**config.mk**
```make
export PLATFORM = sky130hd
export DESIGN_NAME = word_mem
export DESIGN_NICKNAME = d
export VERILOG_FILES = /design/src/rtl/word_mem.sv
export SDC_FILE = /design/constraint.sdc
export NUM_CORES = 2
export LEC_CHECK = 0
export CAP_MARGIN = 10
export CORE_MARGIN = 2
export CORE_UTILIZATION = 30
export CTS_BUF_LIST = sky130_fd_sc_hd__clkbuf_2
export CTS_CLUSTER_SIZE = 30
export DETAILED_ROUTE_END_ITERATION = 10
export DONT_BUFFER_PORTS = 1
export PLACE_DENSITY = 0.4
export SLEW_MARGIN = 20
export SYNTH_ARGS = -nofsm -noshare
export SYNTH_HDL_FRONTEND = slang
export SYNTH_SLANG_ARGS = --single-unit
```
**constraint.sdc**
```tcl
create_clock -name clk -period 2.68 [get_ports clk]
set_input_delay 0.536 -clock clk [delete_from_list [all_inputs] [get_ports clk]]
set_output_delay 0.536 -clock clk [all_outputs]
set_load 0.05 [all_outputs]
```
**src/rtl/word_mem.sv**
```systemverilog
module word_mem #(
  parameter type word_t = logic [7:0],
  parameter int  DEPTH  = 256
) (
  input  logic                     clk,
  input  logic                     we,
  input  logic [$clog2(DEPTH)-1:0] waddr,
  input  word_t                    wdata,
  input  logic [$clog2(DEPTH)-1:0] raddr,
  output word_t                    rdata
);

  word_t mem [DEPTH];

  always_ff @(posedge clk) begin
    if (we) begin
      mem[waddr] <= wdata;
    end
  end

  // read data shows up one cycle after the address
  always_ff @(posedge clk) begin
    rdata <= mem[raddr];
  end

endmodule

```
# == Word level (Yosys, flattened, before mapping) ==
# Memories as Yosys holds them, arrays and structs flattened. A register that Yosys moved wholly into a read port is not among the register bits.
# Index checks and enable logic that the tools add are counted.
# Widths: inputs -> output; s select.
# totals
ramBits,2048
register_bits,0
word_cells,3
inputBits,26
out_inout_bits,8
memories,1
# classes
muxes,2
# mem_list
name,depth,width,rd,rd_clocked_by_memory_dff,write_ports,line,text
mem,256,8,1,1,1,13,word_t mem [DEPTH];
# ops
op,count
$mux 1,2

# == Longest topological paths before layout ==
# logic_depth
ltp_word,2
depth_mapped,11
mapped_depth_nobuf,6

# == Worst setup path before layout ==
# Ideal clock, no wire load.
# synth_path
path_type,input to register
start,input port raddr[0]
end,"register rdata[2] in the netlist's numbering, read port of mem"
cell_stages,9
arrival_ns,2.343
setup_ns,0.131
n_path_buf,4
t_required_ns,2.549
setup_slack_ns,0.206
path_cell_list,buf_6 -> buf_12 -> buf_8 -> buf_2 -> mux4_2 -> a22oi_1 -> a21oi_1 -> nor4_1 -> nor4_2
# synth_rtl
item,line,text
"start, declared",9,"input logic [$clog2(DEPTH)-1:0] raddr,"
"end, declared",10,output word_t rdata

# == Worst setup path in the final report ==
# layout_path
start,"register rdata[1] in the netlist's numbering, read port of mem"
end,output port rdata[1] in the netlist's numbering
# No word-level cell between the ends.

==> results.ini <==
[global_routing]
antenna_found_initial=25
grt_pass1_vias=44273
track_usage=0.176
grt_first_pass_wirelength_um=338000
grt_max_degree=579
grt_remaining_overflow=0

[detailed_routing]
dr_wl_met3_um=12800
avgRoutedWirePerCell_um=28.9
dr_total_vias=42483
top_layer=met5
drt-initial-drc-count=3707
drt-met1-wl_um=112000
viasPerCell=4.92
wl_met2_um=120000
dr.pass1.iters=6
ant_nets=0
route.detailed.drc=0
wl_um=249000

[floorplan]
initial_core_util=0.301
dieWidth_um=519
io_pins=34
die_h_um=519
die_area_um2=269000
core_um2=264000
rows=189

[power]
p_int_mw=46.6
p_sw_mw=16.1
p_per_area_nw_per_um2=668
p_leak_nw=30.7
p_seq_frac=0.567
vdd_ir_drop_max_v=0.000378
p_comb_frac=0.064
p_sw_frac=0.257
clkPwrFrac=0.369

[synthesis]
synth.avg_cell_area_um2=21.3
synth_cell_type_count=55
yosysTopAreaCell=edfxtp_1
syn_area_um2=79600
synth_common_cells=2048 x edfxtp_1, 454 x mux4_2, 282 x nor2_1
ys_seq_elements=2056
synth-edff-count=2048
synth-seq-area-share=0.775
ys_top_cells_by_area=edfxtp_1 77%, mux4_2 13%, mux2i_1 1.7%
ys_async_sr_fraction=0
yosysWarnings=0
syn_nets=3759
synth.most_common_cell=edfxtp_1
ys.flop_type=edfxtp_1
synth_cells=3733
synth_top_area_frac=0.773

[cells_and_area]
post-route-util=0.355
nNetsFinal=4711
drive_above_1_share=0.376
syn2layout_area_growth_pct=18.0

[sta]
max_freq_ghz=0.348
fin_setup_tns_ps=-948
rsz0062_at_grt=yes
final-hold-violation-count=0
slew_headroom=0.213
fin_ws_ps=-195
period_minus_slack_ps=2870
tightest_slew_ps=1180
setup_violations=9
fin_crit_sh=1.07
skew_ps=126
drv_slew=0

[setup_path]
startpoint_type=flip-flop
critPathTopFamily=flip-flops
critPathCaptureType=output port
cp.arrival_ps=2340
worst-path-buf-inv=1
critPathRequiredTime_ps=2140
r2r_cells=7
slowest_delay_ps=430
cp_slowest_cell=dfxtp_4
path_class=reg2out
critical_path_depth=1
cp_cell_sequence=buf_12
crit_fanout=1

[outcome]
violations=setup timing
run_status=finished, violations left

[clock_tree]
cts_setup_buffers=0
clk_pin_slew_ps=100
clock_latency_ps=1740
htree_levels=6
clock-sinks=2056
cts_root_buf=clkbuf_2
cts_made_buffers=568
cts.path.max_buffers=4
cts_tree=yes

[job]
max_cap_violations=0

[worst_hold_path]
min_path_cells=7
hp-class=in2reg

[place]
gp_congestion=0.758
io_buffers=0
dp_hpwl_um=130000

final timing paths:
check / start / to / slack [ps]
hold reg to reg: mem[51][1] / rdata[1] / 1090
setup reg to reg: mem[242][6] / rdata[6] / 110
setup / recovery: rdata[1] / rdata[1] / -190
hold / removal: raddr[2] / rdata[5] / 50
power by group through the flow:
stage / clock network, mW / registers [mW] / logic (mW)
2_1_floorplan: 0 / 36.2 / 1.72
3_3_place_gp: 0 / 36.2 / 2.51
3_5_place_dp: 0 / 36.2 / 2.50
4_1_cts: 24.1 / 35.5 / 3.42
5_1_grt: 25.8 / 35.5 / 4.25
6_report: 23.2 / 35.5 / 4.02
layout make-up:
type | instances | area (µm²)
Inverter | 2 | 7.51
Sequential cell | 2056 | 61700
Fill cell | 25320 | 171000
Multi-Input combinational cell | 1442 | 16600
Antenna cell | 15 | 37.5
Clock buffer | 825 | 4130
Clock inverter | 138 | 1010
Tap cell | 3533 | 4420
Timing Repair Buffer | 615 | 5960
cell usage in the layout, fill, tap and decap left out, types with 6 or more instances in the layout:
cell and count:
nand4_1 10, nand2_1 33, o22ai_1 28, a221oi_1 11, buf_12 27, o221ai_1 46
edfxtp_1 2048, nand3_1 25, a21oi_1 96, nor4_2 8, clkbuf_16 11, clkinvlp_4 9
bufinv_16 15, buf_4 456, inv_2 11, o211ai_1 10, diode_2 15, clkinv_2 12
a22o_1 8, clkinv_1 82, dfxtp_4 6, nand2b_1 8, a211oi_1 15, o21ai_0 10
clkbuf_2 825, nor2_1 278, buf_16 29, mux4_2 454, mux2i_1 134, dlygate4sd3_1 90
nor2b_1 28, a22oi_1 132, nor4_1 18, nor3_1 21, nand3_2 9
through the flow:
stage               hold slack [ps]  cells  setup WS (ps)  power (mW)  cell area [µm²]
detailed placement              682   7517           -770        38.7            86600
finish                         46.7   8626           -195        62.7            93900
floorplan                       635   3733            206        38.0            79600
global route                  -67.0   8622           -423        65.5            93900
global placement                693   7516          -1140        38.7            86600
CTS                            -367   8574           -424        63.1            93000
flip-flops by register name (all words and copies together) (netlist names):
name / count
rdata: 8
mem: 2048
what timing repair did:
action                     in CTS  in global routing
hold buffers                   94                 11
pin swaps                       0                  2
gates cloned                    0                 11
setup endpoints to repair       9                152
resized for setup              32                  5
hold endpoints to repair     4104                492
layer usage:
| layer | GRT usage | vias to the layer above |
|---|---|---|
| met5 | 0 | - |
| met4 | 0.0473 | 2 |
| met3 | 0.0322 | 337 |
| met2 | 0.284 | 1371 |
| met1 | 0.244 | 22775 |
| li1 | - | 17998 |
kinds of logic after synthesis:
family / after synthesis / synth area share
buffers and inverters: 235 / 0.0183
AO/OA/AOI/OAI: 385 / 0.0342
AND/OR/NAND/NOR: 466 / 0.0263
flip-flops: 2056 / 0.775
multiplexers: 591 / 0.146
worst min-delay path, delay by kind of cell:
| family | cells | cell delay (ps) |
|---|---|---|
| simple gates | 1 | 70 |
| buf+inv | 2 | 480 |
| compound gates | 4 | 560 |
No activity file was read; power rests on OpenSTA's default activity.
