## config.mk

```make
export PLATFORM = sky130hd
export DESIGN_NAME = stack_cpu
export DESIGN_NICKNAME = d
export VERILOG_FILES = /design/src/rtl/isa_pkg.sv /design/src/rtl/mem_pkg.sv /design/src/rtl/operand_stack.sv /design/src/rtl/stack_cpu.sv
export SDC_FILE = /design/constraint.sdc
export NUM_CORES = 1
export LEC_CHECK = 0
export ABC_AREA = 1
export ABC_CLOCK_PERIOD_IN_PS = 8700
export BUFFER_PORTS_ARGS = -buffer_cell sky130_fd_sc_hd__buf_4
export CORE_MARGIN = 5
export CORE_UTILIZATION = 55
export CTS_CLUSTER_SIZE = 20
export DETAILED_ROUTE_END_ITERATION = 16
export GPL_TIMING_DRIVEN = 0
export HOLD_SLACK_MARGIN = 0.15
export PLACE_DENSITY = 0.75
export SYNTH_ARGS = -nofsm -noshare
export SYNTH_HDL_FRONTEND = slang
export SYNTH_SLANG_ARGS = --single-unit
```

## constraint.sdc

```tcl
create_clock -name clk -period 8.7 [get_ports clk]
set_input_delay 1.305 -clock clk [delete_from_list [all_inputs] [get_ports clk]]
set_output_delay 1.305 -clock clk [all_outputs]
set_load 0.03 [all_outputs]
```

## src/rtl/isa_pkg.sv

```systemverilog
package isa_pkg;

  // ~~~~~~~~~~~~~~~~~~~~~~~~~~~~~~~~~~~~~~~~~~~~~~~~~~~~~~~~~~~~
  // instruction word
  // ~~~~~~~~~~~~~~~~~~~~~~~~~~~~~~~~~~~~~~~~~~~~~~~~~~~~~~~~~~~~

  typedef struct packed {
    logic [7:0] opcode;
    logic [7:0] operand;
  } insn_t;

  localparam logic [7:0] OP_PUSH  = 8'h01;
  localparam logic [7:0] OP_OUT   = 8'h02;
  localparam logic [7:0] OP_ADD   = 8'h03;
  localparam logic [7:0] OP_SUB   = 8'h04;
  localparam logic [7:0] OP_MUL   = 8'h05;
  localparam logic [7:0] OP_STORE = 8'h06;
  localparam logic [7:0] OP_LOAD  = 8'h07;

  // halt is the whole word, not just the opcode byte
  localparam insn_t INSN_HALT = '{opcode: 8'hff, operand: 8'hff};

  // ~~~~~~~~~~~~~~~~~~~~~~~~~~~~~~~~~~~~~~~~~~~~~~~~~~~~~~~~~~~~
  // operand stack
  // ~~~~~~~~~~~~~~~~~~~~~~~~~~~~~~~~~~~~~~~~~~~~~~~~~~~~~~~~~~~~

  localparam int STACK_DEPTH = 8;

  typedef enum logic [2:0] {
    STK_NONE,
    STK_PUSH,
    STK_ADD,
    STK_SUB,
    STK_MUL,
    STK_DROP2,
    STK_POP
  } stack_op_t;

  // every instruction walks through these four phases in order
  typedef enum logic [1:0] {
    PH_EXEC,
    PH_ADDR,
    PH_ACCESS,
    PH_ADVANCE
  } phase_t;

endpackage

```

## src/rtl/mem_pkg.sv

```systemverilog
package mem_pkg;

  // ~~~~~~~~~~~~~~~~~~~~~~~~~~~~~~~~~~~~~~~~~~~~~~~~~~~~~~~~~~~~
  // memory sizes
  // ~~~~~~~~~~~~~~~~~~~~~~~~~~~~~~~~~~~~~~~~~~~~~~~~~~~~~~~~~~~~

  localparam int PC_W       = 10;
  localparam int DATA_W     = 8;
  localparam int IMEM_DEPTH = 1024;
  localparam int DMEM_DEPTH = 256;
  localparam int DADDR_W    = $clog2(DMEM_DEPTH);

  // ~~~~~~~~~~~~~~~~~~~~~~~~~~~~~~~~~~~~~~~~~~~~~~~~~~~~~~~~~~~~
  // port bundles
  // ~~~~~~~~~~~~~~~~~~~~~~~~~~~~~~~~~~~~~~~~~~~~~~~~~~~~~~~~~~~~

  // one program word as written by the loader
  typedef struct packed {
    logic [PC_W-1:0] addr;
    isa_pkg::insn_t  word;
  } prog_load_t;

  // address is live, strobe and data are registered in the core
  typedef struct packed {
    logic [DADDR_W-1:0] addr;
    logic               we;
    logic [DATA_W-1:0]  wdata;
  } dmem_req_t;

endpackage

```

## src/rtl/operand_stack.sv

```systemverilog
module operand_stack (
  input  logic               clk,
  input  logic               rst,
  input  isa_pkg::stack_op_t op,
  input  logic [7:0]         push_data,
  output logic [7:0]         top,
  output logic [7:0]         second
);

  logic [7:0] ent [isa_pkg::STACK_DEPTH];
  logic [7:0] new_top;

  assign top    = ent[0];
  assign second = ent[1];

  // value that lands in entry 0 for push and the binary actions
  always_comb begin
    case (op)
      isa_pkg::STK_ADD: new_top = ent[1] + ent[0];
      isa_pkg::STK_SUB: new_top = ent[1] - ent[0];
      isa_pkg::STK_MUL: new_top = ent[1] * ent[0];
      default:          new_top = push_data;
    endcase
  end

  // ~~~~~~~~~~~~~~~~~~~~~~~~~~~~~~~~~~~~~~~~~~~~~~~~~~~~~~~~~~~~
  // shift register of entries, entry 0 is the top
  // ~~~~~~~~~~~~~~~~~~~~~~~~~~~~~~~~~~~~~~~~~~~~~~~~~~~~~~~~~~~~

  // contents hold while the core sits in reset
  always_ff @(posedge clk) begin
    if (!rst) begin
      case (op)
        isa_pkg::STK_PUSH: begin
          ent[0] <= new_top;
          for (int i = 1; i < isa_pkg::STACK_DEPTH; i++) begin
            ent[i] <= ent[i-1];
          end
        end
        isa_pkg::STK_ADD,
        isa_pkg::STK_SUB,
        isa_pkg::STK_MUL: begin
          ent[0] <= new_top;
          for (int i = 1; i < isa_pkg::STACK_DEPTH - 1; i++) begin
            ent[i] <= ent[i+1];
          end
        end
        isa_pkg::STK_DROP2: begin
          // top stays, everything below it moves up one place
          for (int i = 1; i < isa_pkg::STACK_DEPTH - 1; i++) begin
            ent[i] <= ent[i+1];
          end
        end
        isa_pkg::STK_POP: begin
          for (int i = 0; i < isa_pkg::STACK_DEPTH - 1; i++) begin
            ent[i] <= ent[i+1];
          end
        end
        default: begin
        end
      endcase
    end
  end

endmodule

```

## src/rtl/stack_cpu.sv

```systemverilog
module stack_cpu (
  input  logic                     clk,
  input  logic                     rst,
  input  isa_pkg::insn_t           insn,
  output logic [mem_pkg::PC_W-1:0] pc,
  output mem_pkg::dmem_req_t       dmem,
  input  logic [7:0]               rd_data,
  output logic [7:0]               out_data,
  output logic                     out_valid
);

  isa_pkg::phase_t    phase;
  isa_pkg::stack_op_t stk_op;
  logic [7:0]         push_val;
  logic [7:0]         top;
  logic [7:0]         second;
  logic [7:0]         daddr;
  logic               dwe;
  logic [7:0]         dwdata;
  logic               is_halt;

  assign is_halt = (insn == isa_pkg::INSN_HALT);

  // ~~~~~~~~~~~~~~~~~~~~~~~~~~~~~~~~~~~~~~~~~~~~~~~~~~~~~~~~~~~~
  // phase counter and program counter
  // ~~~~~~~~~~~~~~~~~~~~~~~~~~~~~~~~~~~~~~~~~~~~~~~~~~~~~~~~~~~~

  always_ff @(posedge clk or posedge rst) begin
    if (rst) begin
      phase <= isa_pkg::PH_EXEC;
    end else begin
      phase <= isa_pkg::phase_t'(phase + 2'd1);
    end
  end

  // the new pc is fetched during advance so the word is ready for exec
  always_ff @(posedge clk or posedge rst) begin
    if (rst) begin
      pc <= '0;
    end else if (phase == isa_pkg::PH_ACCESS && !is_halt) begin
      pc <= pc + 1'b1;
    end
  end

  // ~~~~~~~~~~~~~~~~~~~~~~~~~~~~~~~~~~~~~~~~~~~~~~~~~~~~~~~~~~~~
  // decode
  // ~~~~~~~~~~~~~~~~~~~~~~~~~~~~~~~~~~~~~~~~~~~~~~~~~~~~~~~~~~~~

  always_comb begin
    stk_op   = isa_pkg::STK_NONE;
    push_val = insn.operand;
    if (phase == isa_pkg::PH_ACCESS) begin
      case (insn.opcode)
        isa_pkg::OP_PUSH: stk_op = isa_pkg::STK_PUSH;
        isa_pkg::OP_ADD:  stk_op = isa_pkg::STK_ADD;
        isa_pkg::OP_SUB:  stk_op = isa_pkg::STK_SUB;
        isa_pkg::OP_MUL:  stk_op = isa_pkg::STK_MUL;
        isa_pkg::OP_STORE: begin
          // operand 0 took its address from the second entry, so drop that one
          stk_op = (insn.operand == 8'd0) ? isa_pkg::STK_DROP2 : isa_pkg::STK_POP;
        end
        isa_pkg::OP_LOAD: begin
          stk_op   = isa_pkg::STK_PUSH;
          push_val = rd_data;
        end
        default: stk_op = isa_pkg::STK_NONE;
      endcase
    end
  end

  // small operands select a stack entry as the address
  always_comb begin
    if (insn.operand[7:1] != 7'd0) begin
      daddr = insn.operand;
    end else if (insn.opcode == isa_pkg::OP_STORE) begin
      daddr = second;
    end else begin
      daddr = top;
    end
  end

  // ~~~~~~~~~~~~~~~~~~~~~~~~~~~~~~~~~~~~~~~~~~~~~~~~~~~~~~~~~~~~
  // data memory and output registers
  // ~~~~~~~~~~~~~~~~~~~~~~~~~~~~~~~~~~~~~~~~~~~~~~~~~~~~~~~~~~~~

  always_ff @(posedge clk or posedge rst) begin
    if (rst) begin
      dwe <= 1'b0;
    end else begin
      dwe <= (phase == isa_pkg::PH_ADDR) && (insn.opcode == isa_pkg::OP_STORE);
    end
  end

  always_ff @(posedge clk) begin
    if (phase == isa_pkg::PH_ADDR) begin
      dwdata <= top;
    end
  end

  assign dmem = '{addr: daddr, we: dwe, wdata: dwdata};

  always_ff @(posedge clk or posedge rst) begin
    if (rst) begin
      out_data  <= 8'd0;
      out_valid <= 1'b0;
    end else begin
      out_valid <= 1'b0;
      if (phase == isa_pkg::PH_EXEC && insn.opcode == isa_pkg::OP_OUT) begin
        out_data  <= top;
        out_valid <= 1'b1;
      end
    end
  end

  operand_stack u_stack (
    .clk       (clk),
    .rst       (rst),
    .op        (stk_op),
    .push_data (push_val),
    .top       (top),
    .second    (second)
  );

endmodule

```

# Word level (Yosys, flattened, before mapping)
# Memory sizes are Yosys's and may differ from the RTL's.
# Cells that the tools add are included.
# classes
n_bitwise,20
add_sub_neg,4
n_reduce_logical,9
muxes,41
n_mul,1
eq_ne,16
# op_table
op,count
two-way mux 8 bit,24
equality test 8 x 3 -> 1 bit (second input constant),4
case mux 8 bit (3 select lines),1
bitwise OR 1 bit,20
equality test 16 bit (second input constant),1
equality test 8 x 2 -> 1 bit (second input constant),2
case mux 3 bit (5 select lines),1
two-way mux 1 bit,13
adder 10 x 1 -> 10 bit (second input constant),1
equality test 3 bit (second input constant),3
adder 8 bit,1
equality test 8 x 1 -> 1 bit (second input constant),1
logical NOT 8 bit,1
multiplier 8 x 8 -> 8 bit,1
subtractor 8 bit,1
nonzero test 7 bit,1
equality test 3 x 2 -> 1 bit (second input constant),2
equality test 3 x 1 -> 1 bit (second input constant),1
logical AND 1 bit,3
two-way mux 3 bit,1
OR reduction 3 bit,1
adder 2 x 1 -> 2 bit (second input constant),1
equality test 2 x 1 -> 1 bit (second input constant),1
equality test 2 bit (second input constant),1
4 further kinds,4
# word_totals
ram_bits,64
out_inout_bits,36
elab_cells,98
in_bits,26
ff_bits,30
mem_count,1
# memory_table
memory,words,word_bits,read_ports,rd_clocked_by_memory_dff,wr,line,source
u_stack.ent,8,8,8,0,8,operand_stack.sv:10,logic [7:0] ent [isa_pkg::STACK_DEPTH];

# Logic depth before layout (Yosys ltp)
# logic_depth
depth_word,12
mapped_depth,25
mapped_depth_nobuf,24

# Hierarchy
# A second synthesis with hierarchy kept.
# hier_totals
cells_unflattened,798
hier_area_um2,6294.8
# modules_own_cells
module,instances,area_per_inst_um2,seq_area_each_um2,cells_per_inst
operand_stack,1,4406.7,1921.8,526
stack_cpu,1,1888.1,790.8,272

# Worst setup path after synthesis
# Ideal clock, no wire load.
# synth_path
kind,input -> output
from,input insn[7] (netlist bit)
to,output dmem[10] (netlist bit)
n_path_buf,0
stages,5
arrival_ps,2863
path_slack_ps,4532
t_required_ps,7395
path_cell_list,nor2_1 nand2_1 nor4_1 o21ai_0 o21ai_0
# synth_rtl
element,line,source
"start, declared",stack_cpu.sv:4,"input isa_pkg::insn_t insn,"
"end, declared",stack_cpu.sv:6,"output mem_pkg::dmem_req_t dmem,"

==> flow_metrics.tcl <==
set metrics [dict create \
    clkSlewWorstSetupHoldPaths_ns 0.09 \
    setup_viol 0 \
    grt_pass1_vias 5122 \
    routed.top_layer "met4" \
    fp.dieArea_um2 13200 \
    hpwl_um 11400 \
    synth-seq-cells 94 \
    cts_tree "built" \
    grt_max_degree 25 \
    grt_pass1_wl_um 24500 \
    vias 5087 \
    io_buffers 61 \
    dp_slack_ns 4.26 \
    place_congestion 0.898 \
    endpoint_kind "output port" \
    vias_per_cell 5.35 \
    dr.pass1.iters 5 \
    crit_path_start_kind "input port" \
    fin_skew_ns 0.0151 \
    ys_seq_area_share_pct 45.0 \
    drc 0 \
    antenna_found_initial 0 \
    mostFrequentLayoutCell "nand2_1" \
    post-cts-setup-buffers 0 \
    avgSynthCellArea_um2 8.22 \
    pwr-share-clk_pct 34.8 \
    crit_chain "buf_4 -> nor2_1 -> nand2_1 -> nor4_1 -> o21ai_0 -> o21ai_0 -> buf_4" \
    maxCapViolCount 0 \
    drv_slew 0 \
    rsz0062_at_grt "no" \
    num-nets-final 873 \
    p_leak_nw 3.50 \
    layout_common_cells "nand2_1 (235), inv_1 (115), edfxtp_1 (72), buf_4 (65), nor2_1 (38)" \
    power_frac_comb_pct 4.7 \
    dr_wl_met2_um 7130 \
    htreeDepth 3 \
    power_switching_uw 189 \
    clkLatencyLatePin_ns 0.37 \
    crit_arrival_ns 3.07 \
    p_per_area_nw_per_um2 116 \
    floorplan.die.height_um 115 \
    peakVddDrop_uv 77.8 \
    pwr-share-seq_pct 60.6 \
    layout_setup_ws_ns 4.33 \
    netSwitchingFraction_pct 23.9 \
    synth-warning-count 0 \
    wl_per_cell_um 15.6 \
    synth_cells 733 \
    holdBufCountCts 0 \
    tightest_slew_ns 1.06 \
    fin_tns_setup_ns 0 \
    routed_wl_um 14800 \
    grt.overflow.total 0 \
    max_slew_margin_pct 28.9 \
    synth_area_um2 6030 \
    synth_cell_types 38 \
    initial_core_util_pct 55.8 \
    period_share_pct 50.2 \
    cts.repair.resized 0 \
    required_ns 7.39 \
    drive_gt1_share_pct 15.2 \
    max_stage_delay_ns 0.81 \
    met3_length_um 895 \
    antenna_cells 0 \
    cp_slowest_cell "nor4_1" \
    max_clock_freq_mhz 229 \
    ios 62 \
    syn-num-nets 801 \
    ant_nets 0 \
    status "completed" \
    hold_path_class "register to register" \
    drt_iter0_drc 329 \
    syn_to_final_growth_pct 13.5 \
    clockBufferDepth 2 \
    die_w_um 115 \
    core_area_um2 10800 \
    grt_use_total_pct 23.7 \
    clockRootBuffer "clkbuf_8" \
    min_period_ns 4.37 \
    p_int_uw 602 \
    wl_met1_um 6420 \
    num_rows 38 \
    crit_type "input port to output port" \
    critical_path.max_fanout 9 \
    hold_viol 0 \
    cts.sinks 94 \
    cts_made_buffers 9 \
]
worst paths after layout:
check,start,to,slack (ns),depth (start not counted)
worst max-delay path,insn[4],dmem[14],4.33,7
worst min-delay path,u_stack.ent[0][4],dwdata[4],0.45,0
worst max register to register,u_stack.ent[1][2],u_stack.ent[0][7],4.48,18
worst min register to register,u_stack.ent[0][4],dwdata[4],0.45,0
max in group asynchronous,rst,out_data[3],7.03,2
min in group asynchronous,rst,out_data[7],1.13,2
registers in the layout, indices dropped and copies added (netlist names):
register and cells:
u_stack.ent 64, pc 10, dwdata 8, out_data 8, phase 2, dwe 1
out_valid 1
power by group through the flow:
stage / sequential (mW) / clock (mW) / combinational, mW
after floorplan: 0.491 / 0 / 0.0168
after global placement: 0.489 / 0 / 0.0366
after detailed placement: 0.489 / 0 / 0.0369
after CTS: 0.479 / 0.281 / 0.0370
after global routing: 0.479 / 0.299 / 0.0407
final: 0.479 / 0.275 / 0.0369
stage by stage:
| stage | cells | utilization (%) | cell area, um2 | hold slack, ns | power [mW] |
|---|---|---|---|---|---|
| after floorplan | 733 | - | 6030 | 0.421 | 0.508 |
| after global placement | 934 | 61.7 | 6660 | 0.428 | 0.526 |
| after detailed placement | 934 | 61.7 | 6660 | 0.431 | 0.526 |
| after CTS | 950 | 63.4 | 6840 | 0.453 | 0.798 |
| after global routing | 950 | 63.4 | 6840 | 0.466 | 0.819 |
| final | 950 | 63.4 | 6840 | 0.453 | 0.791 |
logic make-up (layout without fill, tap and decap cells):
kind of cell               Yosys count  after routing  share of synthesized area (%)
and+or+nand+nor                    339            339                           23.3
muxes                                1              1                          0.187
AOI/OAI and AO/OA                   95             95                           8.84
xor gates and xnor gates            16             16                           2.33
adders and majority gates           42             42                           10.3
buffers and inverters              146            223                           9.99
DFF                                 94             94                           45.0
synthesized netlist by cell type (all sizes together):
cell    count  area share (%)
a21oi      21             1.7
a22oi       1            0.12
a31oi       4            0.42
buf        13             1.7
clkbuf     11            0.69
dfrtp      22             9.1
edfxtp     72              36
fa         13             4.3
ha         29             6.0
inv       122             7.6
mux2        1            0.19
nand2     241              15
nand3      31             2.7
nand4       5            0.52
nor2       45             3.2
nor3        8            0.66
nor3b       1            0.12
nor4        3            0.31
o211a       1            0.17
o211ai      4            0.50
o21ai      61             5.5
o21bai      1            0.12
o311ai      1            0.15
o31ai       1            0.12
or2         5            0.52
xnor2       2            0.29
xor2       14             2.0
layer usage:
layer / global-route usage, % / vias to the layer above
met4: 8.39 / 0
met5: 0 / -
met3: 3.81 / 34
li1: - / 2474
met2: 38.8 / 170
met1: 31.8 / 2409
critical path: cells and delay by family:
kind | cells | cell delay (ns)
AO/OA/AOI/OAI | 2 | 0.47
AND/OR/NAND/NOR | 3 | 0.97
buffers and inverters | 2 | 0.31
layout make-up:
class / count / area [um2]
Buffer: 24 / 141
Clock inverter: 7 / 55.1
Clock buffer: 9 / 124
Multi-Input combinational cell: 493 / 2710
Timing Repair Buffer: 61 / 458
Fill cell: 932 / 3950
Tap cell: 140 / 175
Inverter: 122 / 460
Sequential cell: 94 / 2710
Power figures use the tool's default switching activity.
